File: config.mk
export PLATFORM = sky130hd
export DESIGN_NAME = vid_palette_stage
export DESIGN_NICKNAME = d
export VERILOG_FILES = /design/src/vid_geom_pkg.sv /design/src/vid_palette_stage.sv
export SDC_FILE = /design/constraint.sdc
export NUM_CORES = 1
export LEC_CHECK = 0
export BUFFER_PORTS_ARGS = -buffer_cell sky130_fd_sc_hd__buf_2
export CAP_MARGIN = 20
export CORE_AREA = 5 5 317 319
export CTS_BUF_LIST = sky130_fd_sc_hd__clkbuf_4
export CTS_CLUSTER_DIAMETER = 50
export DETAILED_ROUTE_END_ITERATION = 6
export DIE_AREA = 0 0 322 324
export HOLD_SLACK_MARGIN = 0.12
export PLACE_DENSITY = 0.59
export SYNTH_ARGS = -nofsm -noshare
export SYNTH_HDL_FRONTEND = slang
export SYNTH_SLANG_ARGS = --single-unit
File: constraint.sdc
create_clock -name clk -period 10.6 [get_ports clk]
set_input_delay 2.12 -clock clk [delete_from_list [all_inputs] [get_ports clk]]
set_output_delay 2.12 -clock clk [all_outputs]
set_load 0.02 [all_outputs]
File: src/vid_geom_pkg.sv
// screen, tile, tilemap and palette geometry and pixel widths
`default_nettype none

package vid_geom_pkg;

	localparam int LINE_PIXELS = 64;
	localparam int FRAME_LINES = 16;
	localparam int X_W = 6; // pixel column
	localparam int Y_W = 4; // line number

	localparam int PIX_W          = 4; // bits per palette index
	localparam int PIX_PER_WORD   = 8;
	localparam int WORDS_PER_LINE = 8;

	localparam int TILE_SIZE     = 8;
	localparam int MAP_COLS      = 16;
	localparam int MAP_ROWS      = 8;
	localparam int MAP_WORDS     = MAP_COLS * MAP_ROWS / 2; // two 16-bit entries per word
	localparam int TILE_COUNT    = 64;
	localparam int TILEMEM_WORDS = TILE_COUNT * TILE_SIZE;  // one word per tile row

	// scroll plane is 128 x 64 pixels
	localparam int OFF_W = $clog2(MAP_COLS * TILE_SIZE);

	// entries 0-15 framebuffer, 16-31 tile layer
	localparam int PAL_ENTRIES = 32;
	localparam int COLOR_W     = 24;

	localparam int LB_ADDR_W = Y_W + X_W; // {line, x}

endpackage

`default_nettype wire

File: src/vid_palette_stage.sv
// palette memory, two-layer lookup, transparency and layer composition
`timescale 1ns/1ns
`default_nettype none

module vid_palette_stage (
	input  wire                              clk,
	input  wire                              reset,
	input  wire                              pal_we,
	input  wire [8:0]                        mem_index,
	input  wire [31:0]                       mem_wdata,
	output logic [31:0]                      pal_rdata,
	input  wire [1:0]                        layer_en,
	input  wire                              tile_valid,
	input  wire [vid_geom_pkg::X_W-1:0]      tile_x,
	input  wire [vid_geom_pkg::Y_W-1:0]      tile_line,
	input  wire [vid_geom_pkg::PIX_W-1:0]    tile_fb_index,
	input  wire [vid_geom_pkg::PIX_W-1:0]    tile_index,
	output logic                             vid_wen,
	output logic [vid_geom_pkg::LB_ADDR_W-1:0] vid_addr,
	output logic [vid_geom_pkg::COLOR_W-1:0] vid_data
);
	import vid_geom_pkg::*;

	localparam int PAL_IDX_W = $clog2(PAL_ENTRIES);

	logic [COLOR_W-1:0]   pal_mem [PAL_ENTRIES];
	logic [COLOR_W-1:0]   fb_color;
	logic [COLOR_W-1:0]   tl_color;
	logic                 fb_on;
	logic                 tl_on;
	logic                 valid3;
	logic [LB_ADDR_W-1:0] addr3;

	always_ff @(posedge clk) begin
		if (pal_we)
			pal_mem[mem_index[PAL_IDX_W-1:0]] <= mem_wdata[COLOR_W-1:0];
		pal_rdata <= 32'(pal_mem[mem_index[PAL_IDX_W-1:0]]);
	end

	always_ff @(posedge clk) begin
		if (reset) begin
			valid3  <= 1'b0;
			vid_wen <= 1'b0;
		end else begin
			valid3  <= tile_valid;
			vid_wen <= valid3;
		end
	end

	always_ff @(posedge clk) begin
		// both lookups in parallel, tile layer in the upper half
		fb_color <= pal_mem[{1'b0, tile_fb_index}];
		tl_color <= pal_mem[{1'b1, tile_index}];
		fb_on    <= layer_en[0] && (tile_fb_index != '0); // index 0 is transparent
		tl_on    <= layer_en[1] && (tile_index != '0);
		addr3    <= {tile_line, tile_x};

		vid_addr <= addr3;
		if (tl_on)
			vid_data <= tl_color; // tile wins
		else if (fb_on)
			vid_data <= fb_color;
		else
			vid_data <= '0;
	end

endmodule

`default_nettype wire

## Word-level counts from Yosys, hierarchy flattened

Memory sizes are Yosys's and may differ from the RTL's. A register that Yosys moved wholly into a read port is not among the register bits.
Cells that the tools add are included.

| storage, ports and cells | value |
|---|---|
| output and inout port bits | 67 |
| memories | 1 |
| logic and storage cells | 16 |
| memory bits (writable) | 768 |
| bits of input ports | 65 |
| register bits after elaboration | 48 |

Memories:

| name | words | bits a word | rd ports | clocked after memory_dff | write ports | RTL line | text |
|---|---|---|---|---|---|---|---|
| pal_mem | 32 | 24 | 3 | 3 | 1 | vid_palette_stage.sv:26 | `logic [COLOR_W-1:0] pal_mem [PAL_ENTRIES];` |

| operators by class | value |
|---|---|
| reductions and logical operators | 4 |
| muxes and demuxes | 4 |

Operators with widths:

| operator | number |
|---|---|
| 24-bit two-way mux | 2 |
| 4-bit nonzero test | 2 |
| 1-bit logical AND | 2 |
| 1-bit two-way mux | 2 |

## Longest topological paths before layout

| logic depth | value |
|---|---|
| depth in word-level cells | 2 |
| depth in mapped cells | 8 |
| depth with buffers taken out | 4 |

## Worst setup path after synthesis

Ideal clock, no wire load.

| path | value |
|---|---|
| kind | input -> register |
| start point | input port mem_index[1] |
| end point | memory pal_mem[27][0], enable pin |
| setup time | 0.435 ns |
| cell stages on the path | 5 |
| required time | 10.165 ns |
| slack | 5.453 ns |
| data arrival time | 4.712 ns |
| cell sequence | buf_2 buf_2 buf_2 nand3_1 nor3_1 |

RTL lines:

| element | RTL line | text |
|---|---|---|
| from (decl) | vid_palette_stage.sv:9 | `input wire [8:0] mem_index,` |
| to (decl) | vid_palette_stage.sv:26 |  |

No word-level cell before the write port.

==> impl_results.md <==
- Yosys Warn Count: 0
- Critical path's slowest cell: buf_4
- Setup_tns: 0 ns
- Final net count: 2679
- Post-synthesis sequential area ratio: 66.1%
- Fmax: 206 MHz
- Placer Congestion: 0.843
- Synth cell types: 36
- R2R Path Start: fb_on
- Cts hold-fix bufs: 0
- Worst hold path stage count: 0
- CTS clk-pin slew, worst paths: 0.06 ns
- Row count: 115
- Share of layout cells above drive strength 1: 29.2%
- Global router's overall resource usage: 24.6%
- Final WL: 132000 µm
- CTS Buf Count: 226
- Routed vias: 25100
- Max Slew Vio Count: 0
- Final min period: 4.84 ns
- Routed length per instance: 32.1 µm
- Outcome: finished clean
- Ports: 132
- #FFs+latches synth: 888
- # DRC: 0
- Vias in the first global route: 25300
- Cell Pwr Density: 175 nW/µm²
- Vias per cell: 6.10
- Top delay family on crit path: buffers and inverters
- Post-synthesis instance total: 2387
- Leak Pwr: 15.7 nW
- Final Util: 44.9%
- CP required: 11.56 ns
- Final setup violation count: 0
- Starting Density: 39.5%
- Root Buffer: clkbuf_4
- Critical path arrival: 5.80 ns
- Iteration-0 DRC Markers: 2767
- Worst hold path type: register to register
- Slew HR: 22.2%
- CP max FO: 130
- Fill count: 8713
- Ys async rst share: 0%
- H-tree depth: 4
- Reg-to-reg setup timing slack: 8.20 ns
- Die Wd: 322 µm
- Max_cap viols: 0
- Max Buffers Root-to-Sink: 3
- CORE AREA: 97600 µm²
- Clock Skews: 0.0877 ns
- Layout area overhead: 13.7%
- Post-route cell area: 43800 µm²
- PostCTS Resize Cnt: 0
- Cell chain of the critical path: buf_8 > buf_12 > buf_4 > mux2i_1 > o22ai_1 > nor4_1 > nand2_1
- Reg2reg end: vid_data[0]
- Multi-input logic area: 12300 µm²
- Maximum vdd drop: 0.103 mV
- Clk_lat worst skew: 1.14 ns
- RSZ-0062 raised after global routing: no
- Register area: 25500 µm²
- Antenna Violating Nets Remaining: 0
- Postcts setup bufs: 0
- Worst Path Class, Setup: primary input to register
- First-pass detailed-route iteration total: 5
- CTS tree: built
- EDFF count, synth: 768
- Crit-path max cell delay: 0.97 ns
- Full die area: 104000 µm²
- I/O Buffers: 111
- Global-route wire length before repair: 182000 µm
- Placed cell areas: 40600 µm²
- Crit. End Element: register
- Min-Delay Endpoint: vid_addr[6]
- GRT overflow: 0
- DP HPWL: 77600 µm
- Hold wc startpoint: addr3[6]
- Largest net degree at the start of global routing: 131
- Tcrit/Tclk final: 45.7%
- Tightest Pin Transition: 1.17 ns
- Startpoint Class: primary input
- WP buf/inv: 3
- Final hold vios: 0
- Final hold slack: 0.322 ns
- CTS Sinks: 888
- Initial antenna violation count: 19
- Synth Cell Area: 38500 µm²
- Top FF cell, synth: edfxtp_1
- Worst Reg-to-Reg Cells: 3
- Synth Area per Inst: 16.1 µm²
- Die Y: 324 µm
## routing by layer
metal	wire length (µm)	GRT usage [%]	share of wire (%)
met2	61000	38.2	46
met5	57	0	0.043
met4	5000	10.5	3.8
met3	13400	7.66	10
met1	52300	32.2	40
## cells in the final DEF (no fill, tap or decap), types with 32 or more instances in the layout
master    count
buf_2       106
buf_4        70
nor4_1       48
mux4_2       96
mux2_2       96
clkinv_1     32
clkbuf_4    379
dfxtp_1     120
o22ai_1     240
edfxtp_1    768
a22oi_1      48
o31ai_1      48
nor2_1       49
mux2i_1     480
## registers in the layout, summed over array words and instances, names as in the netlist
| name | cells |
|---|---|
| addr3 | 10 |
| vid_data | 24 |
| fb_on | 1 |
| valid3 | 1 |
| vid_addr | 10 |
| pal_mem | 768 |
| vid_wen | 1 |
| tl_on | 1 |
| fb_color | 24 |
| tl_color | 24 |
| pal_rdata | 24 |
## worst max-delay path by stage
stage,startpoint,endpoint,cells after the start
after floorplan,mem_index[1],pal_mem[27][0],5
after global placement,mem_index[1],pal_rdata[23],7
after detailed placement,mem_index[1],pal_rdata[23],7
after CTS,mem_index[1],pal_rdata[23],7
after global routing,mem_index[1],pal_rdata[23],7
final,mem_index[1],pal_rdata[23],7
## kinds of logic after synthesis
kind of cell | Yosys count | synth area share (%)
DFF | 888 | 66.1
and+or+nand+nor | 250 | 3.44
buffers and inverters | 192 | 2.75
other | 1 | 0.00974
muxes | 672 | 20.9
AOI/OAI and AO/OA | 384 | 6.79
## final cells by class
| cell class | count | share of cell area, % |
|---|---|---|
| multi-input combinational | 1314 | 28.2 |
| tap | 1287 | 3.68 |
| sequential | 888 | 58.1 |
| antenna | 7 | 0.0400 |
| timing repair buffer | 184 | 2.70 |
| clock buffer | 379 | 6.50 |
| clock inverter | 48 | 0.774 |
## worst register-to-register path, stage by stage (launching register included)
cell	delay [ns]
dfxtp_1	0.55
nor2b_2	0.93
buf_4	0.46
a22o_1	0.35
## Yosys cell counts, types with 2 or more instances
| cell type | instances | area (µm²) |
|---|---|---|
| clkbuf_1 | 59 | 221 |
| nand4bb_1 | 6 | 67.6 |
| o22ai_1 | 240 | 1500 |
| buf_6 | 20 | 225 |
| o41a_1 | 2 | 22.5 |
| o31ai_1 | 48 | 360 |
| a22o_1 | 23 | 201 |
| nor3_1 | 4 | 20.0 |
| nand4b_1 | 4 | 35.0 |
| nand3_1 | 28 | 140 |
| mux2i_1 | 480 | 4800 |
| dfxtp_1 | 120 | 2400 |
| nor2b_1 | 7 | 43.8 |
| nor2_1 | 79 | 297 |
| nor4_1 | 48 | 300 |
| o211ai_1 | 22 | 165 |
| a22oi_1 | 48 | 360 |
| buf_2 | 91 | 455 |
| or3b_2 | 3 | 26.3 |
| buf_1 | 2 | 7.51 |
| mux2_2 | 96 | 1080 |
| edfxtp_1 | 768 | 23100 |
| nand2_1 | 30 | 113 |
| mux4_2 | 96 | 2160 |
| nand3b_1 | 4 | 30.0 |
| and2_1 | 2 | 12.5 |
| or4b_1 | 3 | 30.0 |
| nand2b_1 | 28 | 175 |
| buf_4 | 19 | 143 |
## power by group
group	total [mW]	internal, mW	switching [mW]
Clock	3.12	1.71	1.42
Sequential	3.92	3.88	0.0389
Combinational	0.615	0.210	0.405
## metrics by stage
step                      cells  worst slack, ns  total power [mW]
after floorplan            2394             5.45              4.34
after global placement     3672             4.86              4.59
after detailed placement   3673             4.80              4.60
after CTS                  4100             6.06              7.71
after global routing       4102             5.89              7.96
final                      4107             5.76              7.66
(Power assumes the default switching activity.)
