### src/vid_geom_pkg.sv
// screen, tile, tilemap and palette geometry and pixel widths
`default_nettype none

package vid_geom_pkg;

	localparam int LINE_PIXELS = 64;
	localparam int FRAME_LINES = 16;
	localparam int X_W = 6; // pixel column
	localparam int Y_W = 4; // line number

	localparam int PIX_W          = 4; // bits per palette index
	localparam int PIX_PER_WORD   = 8;
	localparam int WORDS_PER_LINE = 8;

	localparam int TILE_SIZE     = 8;
	localparam int MAP_COLS      = 16;
	localparam int MAP_ROWS      = 8;
	localparam int MAP_WORDS     = MAP_COLS * MAP_ROWS / 2; // two 16-bit entries per word
	localparam int TILE_COUNT    = 64;
	localparam int TILEMEM_WORDS = TILE_COUNT * TILE_SIZE;  // one word per tile row

	// scroll plane is 128 x 64 pixels
	localparam int OFF_W = $clog2(MAP_COLS * TILE_SIZE);

	// entries 0-15 framebuffer, 16-31 tile layer
	localparam int PAL_ENTRIES = 32;
	localparam int COLOR_W     = 24;

	localparam int LB_ADDR_W = Y_W + X_W; // {line, x}

endpackage

`default_nettype wire

### src/vid_fb_fetch.sv
// per-line framebuffer fetch from external memory into an eight-word queue
`timescale 1ns/1ns
`default_nettype none

module vid_fb_fetch (
	input  wire                          clk,
	input  wire                          reset,
	input  wire                          line_start,
	input  wire [vid_geom_pkg::Y_W-1:0]  line_no,
	input  wire [23:0]                   fb_addr,
	input  wire [15:0]                   pitch,
	input  wire                          fb_word_take,
	output logic                         fb_word_avail,
	output logic [31:0]                  fb_word,
	output logic                         mem_read,
	output logic [23:0]                  mem_addr,
	input  wire                          mem_rvalid,
	input  wire [31:0]                   mem_rdata
);
	import vid_geom_pkg::*;

	typedef enum logic [1:0] {
		IDLE,
		REQUEST,
		WAIT_DATA
	} fetch_state_e;

	fetch_state_e state;

	logic [31:0] queue [WORDS_PER_LINE];
	logic [$clog2(WORDS_PER_LINE)-1:0] wr_ptr;
	logic [$clog2(WORDS_PER_LINE)-1:0] rd_ptr;
	logic [3:0]  count;   // words in the queue
	logic [3:0]  fetched; // words fetched for this line
	logic [23:0] next_addr;
	logic [23:0] line_base;
	logic        push;
	logic        pop;

	assign line_base = fb_addr + pitch * line_no; // evaluated at 24 bits

	assign push = (state == WAIT_DATA) && mem_rvalid;
	assign pop  = fb_word_take && (count != 4'd0);

	assign fb_word_avail = count != 4'd0;
	assign fb_word       = queue[rd_ptr];

	always_ff @(posedge clk) begin
		if (reset) begin
			state    <= IDLE;
			mem_read <= 1'b0;
			wr_ptr   <= '0;
			rd_ptr   <= '0;
			count    <= 4'd0;
			fetched  <= 4'd0;
		end else begin
			mem_read <= 1'b0;
			if (line_start) begin
				// drop whatever is left and restart at the new base
				state   <= REQUEST;
				wr_ptr  <= '0;
				rd_ptr  <= '0;
				count   <= 4'd0;
				fetched <= 4'd0;
			end else begin
				if (push)
					wr_ptr <= wr_ptr + 1'b1;
				if (pop)
					rd_ptr <= rd_ptr + 1'b1;
				count <= count + 4'(push) - 4'(pop);
				case (state)
					REQUEST: begin
						mem_read <= 1'b1; // single-cycle strobe
						state    <= WAIT_DATA;
					end
					WAIT_DATA: begin
						if (mem_rvalid) begin
							fetched <= fetched + 4'd1;
							if (fetched == 4'(WORDS_PER_LINE - 1))
								state <= IDLE; // line complete
							else
								state <= REQUEST;
						end
					end
					default: ;
				endcase
			end
		end
	end

	always_ff @(posedge clk) begin
		if (line_start) begin
			next_addr <= line_base;
		end else if (state == REQUEST) begin
			mem_addr  <= next_addr;
			next_addr <= next_addr + 24'd4;
		end
		if (push)
			queue[wr_ptr] <= mem_rdata;
	end

endmodule

`default_nettype wire

### config.mk
export PLATFORM = sky130hd
export DESIGN_NAME = vid_fb_fetch
export DESIGN_NICKNAME = d
export VERILOG_FILES = /design/src/vid_geom_pkg.sv /design/src/vid_fb_fetch.sv
export SDC_FILE = /design/constraint.sdc
export NUM_CORES = 1
export LEC_CHECK = 0
export BUFFER_PORTS_ARGS = -buffer_cell sky130_fd_sc_hd__buf_2
export CAP_MARGIN = 20
export CORE_UTILIZATION = 37
export CTS_CLUSTER_DIAMETER = 50
export CTS_CLUSTER_SIZE = 16
export DETAILED_ROUTE_END_ITERATION = 8
export PLACE_DENSITY = 0.54
export SYNTH_ARGS = -nofsm -noshare
export SYNTH_HDL_FRONTEND = slang
export SYNTH_SLANG_ARGS = --single-unit
### constraint.sdc
create_clock -name clk -period 5.08 [get_ports clk]
set_input_delay 0 -clock clk [delete_from_list [all_inputs] [get_ports clk]]
set_output_delay 0 -clock clk [all_outputs]
set_load 0.01 [all_outputs]
Word-level counts from Yosys, hierarchy flattened
Memories as Yosys holds them, arrays and structs flattened. A register that Yosys moved wholly into a read port is not among the register bits.
Cells that the tools add are included.

word-level totals
  input bits = 81
  logic and storage cells = 46
  memories kept = 1
  register bits after elaboration = 65
  RAM bits = 256
  output and inout bits = 58

memory list
  memory  depth  bits a word  rd ports  clocked after Yosys merged registers in  wr ports  line                source
  queue   8      32           1         1                                        1         vid_fb_fetch.sv:30  logic [31:0] queue [WORDS_PER_LINE];

operators by class
  bitwise gates (word level) = 1
  equal/unequal tests = 5
  add/subtract/negate cells = 7
  reductions and logical operators = 11
  multipliers = 1
  mux-type cells = 11

operator list
  operator                 count
  $mux W24                 2
  $add A24 B20 Y24         1
  $add A24 B3 Y24 const B  1
  $mul A16 B4 Y20          1
  $reduce_and A2 Y1        4
  $add A3 B1 Y3 const B    2
  $mux W3                  2
  $mux W1                  5
  $add A4 B1 Y4            1
  $add A4 B1 Y4 const B    1
  $eq A4 B3 Y1 const B     1
  $pmux W2 S2              1
  $reduce_bool A2 Y1       2
  $reduce_bool A4 Y1       1
  $sub A4 B1 Y4            1
  $ne A3 B3 Y1 const B     1
  $reduce_bool A3 Y1       1
  $eq A2 B1 Y1 const B     1
  $eq A2 B2 Y1 const B     1
  $logic_and A1 B1 Y1      2
  $mux W2                  1
  $ne A2 B2 Y1 const B     1
  $reduce_or A2 Y1         1
  $not A1 Y1               1

Logic depth before layout (Yosys ltp)
  depth in word-level cells = 5
  depth in mapped cells = 16
  depth with buffers taken out = 14

Worst setup path before layout
No wires, ideal clock.

  path kind = register to register
  from = reg state[1]
  to = mem queue[0][0] (enable)
  slack = 534 ps
  clock period less this slack = 4546 ps
  buffers on the path = 0
  library setup time = 501 ps
  cell stages (with the launch flop) = 5
  data arrival time = 4044 ps
  required time = 4579 ps
  path through = dfxtp_1 > nand2_1 > nor2_1 > inv_1 > nor4_1

between the ends
  cells in the longest elaborated chain, start to end = 4

RTL lines
  element                        line                source
  start, declared                vid_fb_fetch.sv:28  fetch_state_e state;
  start signal, assigned         vid_fb_fetch.sv:50  state <= IDLE;
  start signal, assigned         vid_fb_fetch.sv:60  state <= REQUEST;
  start signal, assigned         vid_fb_fetch.sv:74  state <= WAIT_DATA;
  $eq A2 B2 Y1                   vid_fb_fetch.sv:42  assign push = (state == WAIT_DATA) && mem_rvalid;
  $logic_and A1 B1 Y1            vid_fb_fetch.sv:42
  $mux W1                        vid_fb_fetch.sv:98  if (push)
  $mux W1 (not written as such)  vid_fb_fetch.sv:99  queue[wr_ptr] <= mem_rdata;
  end, declared                  vid_fb_fetch.sv:30

Every way passes these cells.

Worst setup path after layout
  from = in line_no[2] (netlist name)
  to = reg next_addr[22], data pin

between the ends
  cells in the longest elaborated chain, start to end = 3

RTL lines
  element               line                source
  start, declared       vid_fb_fetch.sv:9   input wire [vid_geom_pkg::Y_W-1:0] line_no,
  $mul A16 B4 Y20       vid_fb_fetch.sv:40  assign line_base = fb_addr + pitch * line_no;
  $add A24 B20 Y24      vid_fb_fetch.sv:40
  $mux W24              vid_fb_fetch.sv:92  if (line_start) begin
  end signal, assigned  vid_fb_fetch.sv:93  next_addr <= line_base;
  end signal, assigned  vid_fb_fetch.sv:96  next_addr <= next_addr + 24'd4;
  end, declared         vid_fb_fetch.sv:35  logic [23:0] next_addr;

Every way passes these cells.
A chain may end at the register's enable or synchronous reset.

==> flow_summary.ini <==
[outcome]
status = finished with violations
failed_checks = DRC

[timing]
worstMarginPinSlew_ns = 0.999
max_freq_ghz = 0.244
grt_setup_unrepaired = no
slew_viol_final = 0
hold_viol = 0
setup_viol_count_final = 0
finalSetupTns_ns = 0
fin_crit_sh_pct = 80.6
maxSlewHeadroom_pct = 33.2
finalCriticalPeriod_ns = 4.09
skew_ns = 0.0276

[routing]
routed_wl_mm = 32.5
drc = 32
via_count = 8809
vias_per_cell = 5.02
avgRoutedWirePerCell_um = 18.5
drt_iter0_drc = 538
drt_pass1_iterations = 9
ant_nets = 0

[grt]
grt_pass1_wl_mm = 51.3
grt_use_total_pct = 15.8
grt_max_degree = 50
grt_pass1_vias = 9203
grt_overflow = 0
antenna_found_initial = 2

[synth]
synth.most_common_cell = edfxtp_1
synth_top_area_cell = edfxtp_1
ys_types = 59
yosysSeqAreaShare_pct = 61.7
ys_seq_elements = 324
dominantRegCellSynth = edfxtp_1
syn_area_per_cell_um2 = 15.5
synth_top_area_share_pct = 59.1
synth_edf_count = 304
synth_cells = 998
synthArstFlopShare_pct = 0
syn_nets = 1164
synth_warnings = 0
synth_top_cells_by_area = edfxtp_1, mux4_2, fa_1
synthTopCellsByCount = edfxtp_1, inv_1, and2_1, mux4_2, fa_1
netlist_area_um2 = 15500

[clocking]
tritoncts.num_buffers = 35
cts_tree = yes
clk_pin_slew_ns = 0.06
post_cts_buffers = 0
cts_max_path_buffers = 3
cts_max_level = 2
clk_latency_ns = 0.51
cts-root-buf = clkbuf_16
clock_sinks = 324

[floorplan]
initial_core_util_pct = 37.7
pin_count = 139
die_x_um = 206
die_h_um = 206
core_area_um2 = 41000
num_rows = 74
dieArea_um2 = 42600

[worst_setup_path]
r2r_cells = 5
crit_required_ns = 5.33
critPathCaptureType = flip-flop
cp_max_fo = 16
startpoint = line_no[2]
arrival_ns = 4.35
cp-start-kind = input port
rr_startpoint = state[1]
path_class = input port to flip-flop

[cells_and_area]
n_fill_cell = 3675
design_area_um2 = 18500
area_growth_pct = 19.5
drive_gt1_share_pct = 27.2
final_nets = 1359

[pwr]
p_switching_w = 0.00198
switching_share_pct = 27.4
p_seq_share_pct = 44.1
power_frac_comb_pct = 20.7
ir_drop_mv = 0.232
powerDensity_nw_per_um2 = 391
internal_power_w = 0.00524
p_leak_nw = 6.74
power_frac_clock_pct = 35.1

[min_path]
min_from = fb_addr[21]
hold_path.class = input port to flip-flop
hold_depth = 4

[job]
maxCapViolations = 0

[placement]
io_buffers = 138
dpl.hpwl_mm = 20.4
place.gp.congestion = 0.784
place_area_um2 = 16800
-- power by group through the flow --
stage | sequential [W] | combinational, W | clock, W
2_1_floorplan | 0.00320 | 0.00113 | 0
6_report | 0.00319 | 0.00150 | 0.00254
4_1_cts | 0.00322 | 0.00148 | 0.00261
5_1_grt | 0.00320 | 0.00170 | 0.00271
3_5_place_dp | 0.00327 | 0.00145 | 0
3_3_place_gp | 0.00328 | 0.00144 | 0
-- cell families (layout without fill, tap and decap cells) --
logic type	after synthesis	count (layout)	share of synthesized area, %
flops	324	324	61.7
other cells	0	4	0
xor+xnor	40	40	2.27
simple gates	212	212	7.04
mux	99	99	11.9
compound gates	99	99	4.62
buf+inv	139	359	3.43
fa+ha+maj	85	85	9.12
-- repair_timing --
item / 4_1_cts / 5_1_grt
endpoints found under the setup margin: 0 / 0
resized for setup: 0 / 0
endpoints found under the hold margin: 269 / 0
hold buffers: 40 / 0
-- cell type report --
class,count,area (um^2),area share (%)
Multi-Input combinational cell,535,5450,29.5
Timing Repair Buffer,194,1260,6.84
Clock buffer,40,916,4.96
Inverter,103,387,2.09
Clock inverter,22,246,1.33
Sequential cell,324,9540,51.6
Antenna cell,4,10.0,0.0542
Tap cell,532,666,3.60
-- flip-flops by register name, summed over array words and instances (netlist names), named ones only --
signal / count
queue: 256
mem_addr: 24
next_addr: 24
count: 4
fetched: 4
rd_ptr: 3
wr_ptr: 3
state: 2
mem_read: 1
-- critical path: stages --
cell	delay, ns
buf_2	0.24
and2_1	0.19
fa_1	0.44
fa_1	0.54
inv_1	0.05
fa_1	0.49
inv_1	0.04
ha_1	0.32
o21ai_0	0.15
o21ai_0	0.44
nand4_1	0.25
and2_1	0.26
o32ai_1	0.28
dlygate4sd3_1	0.59
nor2_1	0.04
-- worst paths after layout --
check | to | slack (ns)
hold / removal | next_addr[23] | 0.03
setup reg to reg | queue[6][7] | 2.28
hold reg to reg | mem_addr[0] | 0.43
setup / recovery | next_addr[22] | 0.99
-- metal layers --
metal  routed length (um)  GRT usage, %  vias to the layer above
li1                     -             -                     4095
met1                14700          21.3                     4503
met2                15500          26.1                      168
met3                 1570          3.30                       43
met4                  614          3.99                        0
met5                    0             0                        -
-- metrics by stage --
step / setup slack [ns] / hold slack (ns) / util (%) / total power (W) / instances
6_report: 0.986 / 0.0257 / 45.0 / 0.00722 / 1754
3_5_place_dp: 0.887 / 0.182 / 41.0 / 0.00473 / 1645
4_1_cts: 1.08 / 0.00564 / 44.8 / 0.00731 / 1747
5_1_grt: 0.671 / 0.0532 / 45.0 / 0.00761 / 1752
2_1_floorplan: 0.534 / 0.0691 / - / 0.00433 / 998
3_3_place_gp: 0.936 / 0.175 / 41.0 / 0.00472 / 1645
-- layout by cell type (no fill, tap or decap), drive strengths merged, types with 5 or more instances in the layout --
cell         synthesis  layout
edfxtp             304     304
buf                  9     154
inv                103     109
and2                64      64
mux4                64      64
fa                  46      46
nand2               45      45
nor2                45      45
dlygate4sd3          0      40
clkbuf              27      40
ha                  39      39
mux2                33      33
a21oi               30      30
xnor2               25      25
dfxtp               20      20
nand3               16      16
a21o                15      15
xor2                15      15
o21ai               11      11
clkinv               0      11
and3                 8       8
nand4                8       8
a211oi               6       6
nand2b               6       6
nor3                 6       6
nor4                 5       5
No activity file was read; power rests on OpenSTA's default activity.
