[src/vid_geom_pkg.sv]
// screen, tile, tilemap and palette geometry and pixel widths
`default_nettype none

package vid_geom_pkg;

	localparam int LINE_PIXELS = 64;
	localparam int FRAME_LINES = 16;
	localparam int X_W = 6; // pixel column
	localparam int Y_W = 4; // line number

	localparam int PIX_W          = 4; // bits per palette index
	localparam int PIX_PER_WORD   = 8;
	localparam int WORDS_PER_LINE = 8;

	localparam int TILE_SIZE     = 8;
	localparam int MAP_COLS      = 16;
	localparam int MAP_ROWS      = 8;
	localparam int MAP_WORDS     = MAP_COLS * MAP_ROWS / 2; // two 16-bit entries per word
	localparam int TILE_COUNT    = 64;
	localparam int TILEMEM_WORDS = TILE_COUNT * TILE_SIZE;  // one word per tile row

	// scroll plane is 128 x 64 pixels
	localparam int OFF_W = $clog2(MAP_COLS * TILE_SIZE);

	// entries 0-15 framebuffer, 16-31 tile layer
	localparam int PAL_ENTRIES = 32;
	localparam int COLOR_W     = 24;

	localparam int LB_ADDR_W = Y_W + X_W; // {line, x}

endpackage

`default_nettype wire

[src/vid_line_sequencer.sv]
// frame and line FSM, line-buffer room check and pixel issue
`timescale 1ns/1ns
`default_nettype none

module vid_line_sequencer (
	input  wire                            clk,
	input  wire                            reset,
	input  wire [vid_geom_pkg::Y_W-1:0]    scan_line,
	input  wire                            next_field,
	input  wire                            fb_word_avail,
	input  wire [31:0]                     fb_word,
	output logic                           line_start,
	output logic [vid_geom_pkg::Y_W-1:0]   line_no,
	output logic                           fb_word_take,
	output logic                           px_valid,
	output logic [vid_geom_pkg::X_W-1:0]   px_x,
	output logic [vid_geom_pkg::Y_W-1:0]   px_line,
	output logic [vid_geom_pkg::PIX_W-1:0] px_fb_index
);
	import vid_geom_pkg::*;

	typedef enum logic [1:0] {
		FRAME_DONE,
		WAIT_ROOM,
		START,
		RENDER
	} seq_state_e;

	seq_state_e     state;
	logic [Y_W-1:0] line_cnt;
	logic [X_W-1:0] x;
	logic           issue;

	// stall only while the queue is empty
	assign issue = (state == RENDER) && fb_word_avail;

	assign line_start   = state == START;
	assign line_no      = line_cnt;
	assign fb_word_take = issue && (x[2:0] == 3'(PIX_PER_WORD - 1)); // last nibble

	always_ff @(posedge clk) begin
		if (reset) begin
			state    <= FRAME_DONE;
			line_cnt <= '0;
			x        <= '0;
			px_valid <= 1'b0;
		end else begin
			px_valid <= issue;
			case (state)
				FRAME_DONE: begin
					if (next_field) begin
						line_cnt <= '0;
						state    <= WAIT_ROOM;
					end
				end
				WAIT_ROOM: begin
					// scanout must be on the other half of the buffer
					if (line_cnt[0] != scan_line[0])
						state <= START;
				end
				START: begin
					x     <= '0;
					state <= RENDER;
				end
				RENDER: begin
					if (fb_word_avail) begin
						x <= x + 1'b1;
						if (x == X_W'(LINE_PIXELS - 1)) begin
							line_cnt <= line_cnt + 1'b1;
							if (line_cnt == Y_W'(FRAME_LINES - 1))
								state <= FRAME_DONE;
							else
								state <= WAIT_ROOM;
						end
					end
				end
				default: state <= FRAME_DONE;
			endcase
		end
	end

	always_ff @(posedge clk) begin
		if (issue) begin
			px_x        <= x;
			px_line     <= line_cnt;
			px_fb_index <= fb_word[x[2:0]*PIX_W +: PIX_W]; // low nibble first
		end
	end

endmodule

`default_nettype wire

[config.mk]
export PLATFORM = sky130hd
export DESIGN_NAME = vid_line_sequencer
export DESIGN_NICKNAME = d
export VERILOG_FILES = /design/src/vid_geom_pkg.sv /design/src/vid_line_sequencer.sv
export SDC_FILE = /design/constraint.sdc
export NUM_CORES = 1
export LEC_CHECK = 0
export ABC_AREA = 1
export CAP_MARGIN = 20
export CORE_ASPECT_RATIO = 2
export CORE_MARGIN = 2
export CORE_UTILIZATION = 49
export CTS_CLUSTER_SIZE = 30
export DETAILED_ROUTE_END_ITERATION = 16
export DONT_BUFFER_PORTS = 1
export PLACE_DENSITY = 0.65
export SETUP_SLACK_MARGIN = 0.1
export SYNTH_ARGS = -nofsm -noshare
export SYNTH_HDL_FRONTEND = slang
export SYNTH_SLANG_ARGS = --single-unit
export TNS_END_PERCENT = 30
[constraint.sdc]
create_clock -name clk -period 1.8 [get_ports clk]
set_input_delay 0.18 -clock clk [delete_from_list [all_inputs] [get_ports clk]]
set_output_delay 0.18 -clock clk [all_outputs]
set_load 0.03 [all_outputs]
---- Word level (Yosys, flattened, before mapping) ----
Index checks and enable logic that the tools add are counted.
word-level totals
  bits in registers ....................... 27
  bits of input ports ..................... 40
  logic and storage cells ................. 41
cells by class
  $add $sub $neg .......................... 2
  equal/unequal tests ..................... 11
  shifts and indexed selects .............. 1
  multiplexer cells ....................... 12
  reductions and logical operators ........ 8
operators by type and width
  operator             count
  $shiftx 32x6->4      1
  $mux 4               3
  $pmux 6 s2           1
  $mux 2               4
  $pmux 2 s4           1
  $pmux 4 s2           1
  $reduce_and 4->1     2
  $add 6x1->6 const B  1
  $eq 6x6->1 const B   1
  $mux 6               1
  $ne 2x2->1 const B   3
  $add 4x1->4 const B  1
  $eq 2x2->1 const B   2
  $eq 4x4->1 const B   1
  $reduce_bool 2->1    2
  $eq 3x3->1 const B   1
  $eq 2x1->1 const B   1
  $logic_and 1x1->1    2
  $logic_not 2->1      1
  $ne 2x1->1 const B   1
  $reduce_and 2->1     1
  $mux 1               1
  $ne 1x1->1           1

---- Depth between registers and ports, before layout ----
Gate-level depths: netlist (run 1).
  word-level depth ........................ 5
  mapped depth ............................ 10
  gate-level depth less buffers ........... 10

---- Worst setup path after synthesis (run 1) ----
Ideal clock, no wire load.
  kind .................................... reg2reg
  from .................................... reg state[0]
  to ...................................... reg x[5]
  setup time .............................. 0.116 ns
  data arrival time ....................... 1.351 ns
  setup slack ............................. 0.334 ns
  stages on the path, launching flop included .. 7
  cell sequence ........................... dfxtp_1 > ha_1 > nand2_2 > inv_2 > nand4_1 > o21ai_0 > nor2_1
on the way
  longest elaborated chain between the ends .. 3
RTL lines
  item                                                              line                      RTL
  start: declaration                                                vid_line_sequencer.sv:29  seq_state_e state;
  start signal: assignment                                          vid_line_sequencer.sv:43  state <= FRAME_DONE;
  start signal: assignment                                          vid_line_sequencer.sv:53  state <= WAIT_ROOM;
  start signal: assignment                                          vid_line_sequencer.sv:59  state <= START;
  $eq 2x2->1                                                        vid_line_sequencer.sv:49  case (state)
  $ne 2x2->1 (no line) / $reduce_bool 2->1 (equally long branches)  n/a
  $reduce_and 2->1 (no line)                                        n/a
  end signal: assignment                                            vid_line_sequencer.sv:67  x <= x + 1'b1;
  end: declaration                                                  vid_line_sequencer.sv:31  logic [X_W-1:0] x;
Parallel ways exist; a longest one is shown, timed or not.
A chain may end at the register's enable or synchronous reset.

---- Final worst setup path (run 1) ----
  from .................................... reg state[0]
  to ...................................... out fb_word_take
on the way
  longest elaborated chain between the ends .. 3
RTL lines
  item               line                      RTL
  $eq 2x2->1         vid_line_sequencer.sv:35  assign issue = (state == RENDER) && fb_word_avail;
  $logic_and 1x1->1  vid_line_sequencer.sv:35
  $logic_and 1x1->1  vid_line_sequencer.sv:39  assign fb_word_take = issue && (x[2:0] == 3'(PIX_PER_WORD - 1));
  end: declaration   vid_line_sequencer.sv:14  output logic fb_word_take,
Every way passes these cells.

==> results.py, run 1 <==
metrics = {
    "status": {
        "status": "complete, no violations",
    },
    "yosys": {
        "syn_area_per_cell_um2": 7.520,
        "synth_compound_area_share_pct": 14.09,
        "syn_nets": 250,
        "syn_area_um2": 1519,
        "synth_top_family_by_area": "simple AND/OR/NAND/NOR gates",
        "synthTopCellsByArea": "edfxtp_1 28%, dfxtp_1 17%, nor2_1 11%, o21ai_0 9.9%, nand2_1 8.9%",
        "synth_edf_count": 14,
        "synthMuxAreaShare_pct": 0,
        "yosys.area.top_type": "edfxtp_1",
        "yosysTopAreaCellShare_pct": 27.68,
        "synth_fa_ha_area_share_pct": 6.590,
        "synth_xor_area_share_pct": 0,
        "yosys_warnings": 0,
        "async_reset_ff_share_pct": 0,
        "synthFlopType": "edfxtp_1",
        "ys_ff_latch": 27,
        "ys_top_cells_by_count": "44 x nor2_1, 36 x nand2_1, 30 x o21ai_0",
        "syn_inst": 202,
        "synthSimpleGateAreaFrac_pct": 26.69,
        "synth_most_common_cell": "nor2_1",
        "ys_seq_area_share_pct": 44.81,
        "yosysUniqueCellTypes": 21,
    },
    "routing": {
        "drc": 0,
        "post_drt_wl_per_cell_um": 14.05,
        "dr.pass1.iters": 4,
        "drtIter0Drc": 7,
        "wl_met1_um": 1221,
        "via_per_inst": 5.517,
        "detail-route-antenna-nets": 0,
        "wl_met2_um": 1876,
        "highest_layer": "met4",
        "vias": 1335,
        "wl_met3_um": 184,
        "wirelength_um": 3399,
    },
    "worst_hold_path": {
        "min_path_type": "input pin to register",
        "min_to": "px_valid",
        "min_path_cells": 2,
        "min-delay-start": "fb_word_avail",
    },
    "pwr": {
        "p_leak_nw": 0.7080,
        "max-vdd-ir-drop_mv": 0.7308,
        "seqPwrFrac_pct": 45.8,
        "p_switching_w": 0.0006804,
        "finalPower_w": 0.001773,
        "power.density_nw_per_um2": 1058,
        "clkPwrFrac_pct": 18.9,
        "p_int_w": 0.001093,
        "swShare_pct": 38.37,
        "power_frac_comb_pct": 35.2,
    },
    "critical_path": {
        "startpoint_type": "register",
        "r2r-end": "line_no[1]",
        "cp.arrival_ps": 1430,
        "cp_max_fo": 7,
        "end_kind": "output pin",
        "crit_required_ps": 1620,
        "reg2reg_slack_ps": 290,
        "worstSetupPathType": "register to output pin",
        "rr_worst_depth": 8,
        "timing.rr.start": "state[0]",
    },
    "sta": {
        "slew_headroom_pct": 74.66,
        "slew_violations": 0,
        "worst_slew_pin_slew_ps": 379.7,
        "grt_setup_unrepaired": "yes",
        "hold_violations": 0,
        "tns_ps": 0,
        "period_share_pct": 89.54,
        "setup_viol": 0,
        "period_needed_ps": 1612,
        "layout_setup_ws_ps": 188.3,
        "fin_skew_ps": 1.815,
        "timing.fmax_ghz": 0.6205,
    },
    "clock_tree": {
        "cts.path.max_buffers": 2,
        "cts-root-buf": "clkbuf_8",
        "insertion_delay_ps": 270,
        "clk_pin_slew_ps": 90,
        "cts_setup_buffers": 0,
        "cts_buffers": 3,
        "clock-sinks": 27,
        "cts_tree": "built",
        "htreeDepth": 1,
    },
    "die": {
        "die_height_um": 82.74,
        "core_um2": 2943,
        "row_count": 28,
        "boundaryPins": 61,
        "die_x_um": 43.37,
        "initial_core_util_pct": 51.62,
        "dieArea_um2": 3588,
    },
    "cells_and_area": {
        "num_antenna_cells": 0,
        "area_growth_pct": 10.30,
        "num-fill-cells": 292,
        "regArea_um2": 680.7,
        "multiInputGateArea_um2": 721.9,
        "drive_gt1_share_pct": 9.906,
        "nNetsFinal": 261,
        "fin_util_pct": 56.93,
    },
    "grt": {
        "grt_overflow_total": 0,
        "track_usage_pct": 19.64,
        "grt_pass1_wl_um": 5285,
        "antenna_found_initial": 0,
        "grt_pass1_vias": 1221,
        "grt_max_degree": 20,
    },
    "placement": {
        "place.port_buffers": 0,
        "pre_cts_ws_ps": 208.2,
        "dp_hpwl_um": 2687,
        "gp_congestion": 0.7940,
    },
    "flow_run": {
        "drv_cap": 0,
    },
}
-- final cells by class --
cell class | count | share of cell area (%)
Tap cell | 30 | 2.240
Multi-Input combinational cell | 146 | 43.09
Sequential cell | 27 | 40.63
Timing Repair Buffer | 11 | 5.975
Inverter | 24 | 5.377
Clock buffer | 4 | 2.689
-- how the worst max path moves through the flow --
stage | startpoint | end | slack [ps] | cells past startpoint
after CTS | state[1] | fb_word_take | 190 | 4
final | state[0] | fb_word_take | 190 | 4
after global placement | state[0] | px_fb_index[1] | 260 | 4
after floorplan | state[0] | x[5] | 330 | 6
after global routing | state[1] | fb_word_take | 90 | 4
after detailed placement | state[1] | x[5] | 210 | 6
-- worst max-delay path: stages, from the launching register on --
cell,delay (ps)
dfxtp_1,420
ha_2,310
nand2_2,140
nor2_1,130
buf_4,170
-- per-stage QoR --
step	hold slack [ps]	instances	area, um2
after floorplan	249.1	202	1519
after global placement	251.0	236	1608
after detailed placement	252.6	236	1608
after CTS	154.9	242	1675
after global routing	169.9	242	1675
final	160.8	242	1675
-- state kept, by name, indices dropped and copies added (netlist names) --
| name | count |
|---|---|
| px_valid | 1 |
| state | 2 |
| px_line | 4 |
| x | 6 |
| px_x | 6 |
| line_no | 4 |
| px_fb_index | 4 |
-- kinds of logic after synthesis --
kind of cell               count (synthesis)
DFF                                       27
buffers and inverters                     29
adders and majority gates                  8
AOI/OAI and AO/OA                         40
and+or+nand+nor                           98
-- power groups by stage --
| stage | clock (W) | sequential, W | combinational, W |
|---|---|---|---|
| 3_3_place_gp | 0 | 0.000824 | 0.000593 |
| 4_1_cts | 0.000339 | 0.000814 | 0.000631 |
| 2_1_floorplan | 0 | 0.000864 | 0.000420 |
| 3_5_place_dp | 0 | 0.000829 | 0.000622 |
| 6_report | 0.000335 | 0.000813 | 0.000625 |
| 5_1_grt | 0.000365 | 0.000824 | 0.000716 |
-- cell usage in the layout, fill, tap and decap left out --
cell type / instances
a21oi_1: 8
and2_1: 1
buf_12: 1
buf_4: 8
clkbuf_1: 1
clkbuf_8: 3
clkinv_1: 1
dfxtp_1: 13
dlygate4sd3_1: 2
edfxtp_1: 14
ha_1: 7
ha_2: 1
inv_1: 22
inv_2: 1
nand2_1: 36
nand2_2: 4
nand3_1: 9
nand3_2: 1
nand4_1: 2
nor2_1: 44
nor2_2: 1
o21ai_0: 29
o21ai_1: 1
o21ai_4: 1
o31ai_1: 1
-- routing by layer --
metal | up-vias | GRT usage (%)
li1 | 674 | -
met1 | 599 | 18.21
met2 | 52 | 39.25
met3 | 10 | 1.739
met4 | 0 | 11.52
met5 | - | 0
-- what timing repair did --
item,in CTS,in global routing
hold buffers,2,0
cloned,0,0
endpoints found under the setup margin,1,2
hold endpoints to repair,3,0
resized for setup,1,1
(Power assumes the default switching activity.)
==> inputs of run 2 (changes only) <==
--- a/config.mk
+++ b/config.mk
@@ -7,13 +7,15 @@
 export LEC_CHECK = 0
 export ABC_AREA = 1
 export CAP_MARGIN = 20
+export CELL_PAD_IN_SITES_DETAIL_PLACEMENT = 1
+export CELL_PAD_IN_SITES_GLOBAL_PLACEMENT = 1
 export CORE_ASPECT_RATIO = 2
 export CORE_MARGIN = 2
-export CORE_UTILIZATION = 49
+export CORE_UTILIZATION = 43
 export CTS_CLUSTER_SIZE = 30
 export DETAILED_ROUTE_END_ITERATION = 16
 export DONT_BUFFER_PORTS = 1
-export PLACE_DENSITY = 0.65
+export PLACE_DENSITY = 0.78
 export SETUP_SLACK_MARGIN = 0.1
 export SYNTH_ARGS = -nofsm -noshare
 export SYNTH_HDL_FRONTEND = slang
==> results.py, run 2 (synthesis gave the netlist of run 1 again) <==
metrics = {
    "status": {
        "status": "complete, no violations",
    },
    "routing": {
        "post_drt_wl_per_cell_um": 16.23,
        "drc": 0,
        "vias": 1384,
        "detail-route-antenna-nets": 0,
        "drtIter0Drc": 18,
        "via_per_inst": 5.695,
        "dr.pass1.iters": 4,
        "wirelength_um": 3944,
    },
    "sta": {
        "slew_violations": 0,
        "slew_headroom_pct": 70.34,
        "timing.fmax_ghz": 0.6417,
        "fin_skew_ps": 4.376,
        "tns_ps": 0,
        "period_share_pct": 86.57,
        "layout_setup_ws_ps": 241.8,
        "grt_setup_unrepaired": "yes",
        "setup_viol": 0,
        "period_needed_ps": 1558,
        "hold_violations": 0,
        "worst_slew_pin_slew_ps": 444.2,
    },
    "clock_tree": {
        "cts.path.max_buffers": 2,
        "cts_tree": "built",
        "cts-root-buf": "clkbuf_8",
        "cts_buffers": 3,
        "clk_pin_slew_ps": 90,
        "htreeDepth": 1,
        "clock-sinks": 27,
        "insertion_delay_ps": 270,
        "cts_setup_buffers": 0,
    },
    "critical_path": {
        "slowest_delay_ps": 450,
        "path_cells": "ha_4, nand2_2, nor2_1, buf_4",
        "cp.arrival_ps": 1380,
        "end_kind": "output pin",
        "slowest_stage": "dfxtp_1",
        "crit_required_ps": 1620,
        "startpoint_type": "register",
        "crit_family": "flip-flops",
        "worstSetupPathType": "register to output pin",
        "cp_max_fo": 7,
        "worst-path-buf-inv": 1,
    },
    "die": {
        "boundaryPins": 61,
        "die_x_um": 46.03,
        "row_count": 30,
        "dieArea_um2": 4053,
        "initial_core_util_pct": 44.96,
        "die_height_um": 88.05,
        "core_um2": 3378,
    },
    "grt": {
        "grt_max_degree": 20,
        "grt_pass1_vias": 1374,
        "grt_overflow_total": 0,
        "track_usage_pct": 19.42,
        "antenna_found_initial": 0,
        "grt_pass1_wl_um": 5809,
    },
    "cells_and_area": {
        "layout_commonest_cell": "nor2_1",
        "num-fill-cells": 432,
        "area_growth_pct": 10.79,
        "num_antenna_cells": 0,
        "nNetsFinal": 260,
        "reg_top3": "px_x (6), x (6)",
        "most-common-layout-cells": "44 x nor2_1, 36 x nand2_1, 30 x o21ai_0",
        "drive_gt1_share_pct": 10.43,
        "stdcell_count": 243,
    },
    "flow_run": {
        "drv_cap": 0,
    },
    "worst_hold_path": {
        "min_path_type": "input pin to register",
    },
    "pwr": {
        "power.density_nw_per_um2": 1078,
        "p_leak_nw": 0.7044,
        "max-vdd-ir-drop_mv": 0.5983,
    },
    "placement": {
        "pre_cts_ws_ps": 136.4,
        "dp_hpwl_um": 3126,
        "place.port_buffers": 0,
        "gp_congestion": 0.7427,
        "place_inst": 237,
    },
}
run 2: cell count changes in the layout (fill, tap and decap cells not counted), sizes merged:
cell / previous run / this run
buf: 9 / 8
run 2: power breakdown:
group          switching (W)  total [W]  internal (W)
Clock               0.000178   0.000336      0.000158
Combinational       0.000417   0.000628      0.000211
Sequential          0.000125   0.000850      0.000725
run 2: routing by layer:
metal / track usage (%) / wire (um) / vias up
li1: - / - / 673
met1: 16.34 / 1343 / 658
met2: 40.53 / 2380 / 49
met3: 2.062 / 170 / 4
met4: 7.532 / 49 / 0
met5: 0 / 0 / -
run 2: worst register-to-register path, stage by stage (launching register included):
cell	delay [ps]
dfxtp_1	450
inv_1	110
ha_1	210
nand2_1	70
nand2_1	70
nor2_1	160
nand2_2	130
o21ai_0	190
nor2_1	60
run 2: final timing paths:
kind	from	end	slack [ps]	cells after the start
max	state[1]	fb_word_take	240	4
min	fb_word_avail	px_valid	180	2
max reg2reg	state[1]	line_no[1]	250	8
min reg2reg	x[5]	px_x[5]	490	0
run 2: timing repair:
item | 4_1_cts | 5_1_grt
hold buffers | 1 | 1
setup endpoints to repair | 1 | 3
gates resized for setup | 1 | 3
hold endpoints to repair | 2 | 2
run 2: area by class of cell:
cell class                      instances  area [um2]  area share (%)
Inverter                               24       90.09           5.353
Clock buffer                            4       45.04           2.677
Tap cell                               32       40.04           2.379
Timing Repair Buffer                   10       92.59           5.502
Sequential cell                        27       683.2           40.59
Multi-Input combinational cell        146       732.0           43.49
run 2: through the flow:
stage / util [%] / hold WS, ps / total power (W) / instance area (um2)
2_1_floorplan: - / 249.1 / 0.001284 / 1519
3_3_place_gp: 47.44 / 250.7 / 0.001407 / 1603
3_5_place_dp: 47.44 / 257.6 / 0.001466 / 1603
4_1_cts: 49.15 / 4.199 / 0.001801 / 1660
5_1_grt: 49.81 / 183.4 / 0.001931 / 1683
6_report: 49.81 / 175.1 / 0.001814 / 1683
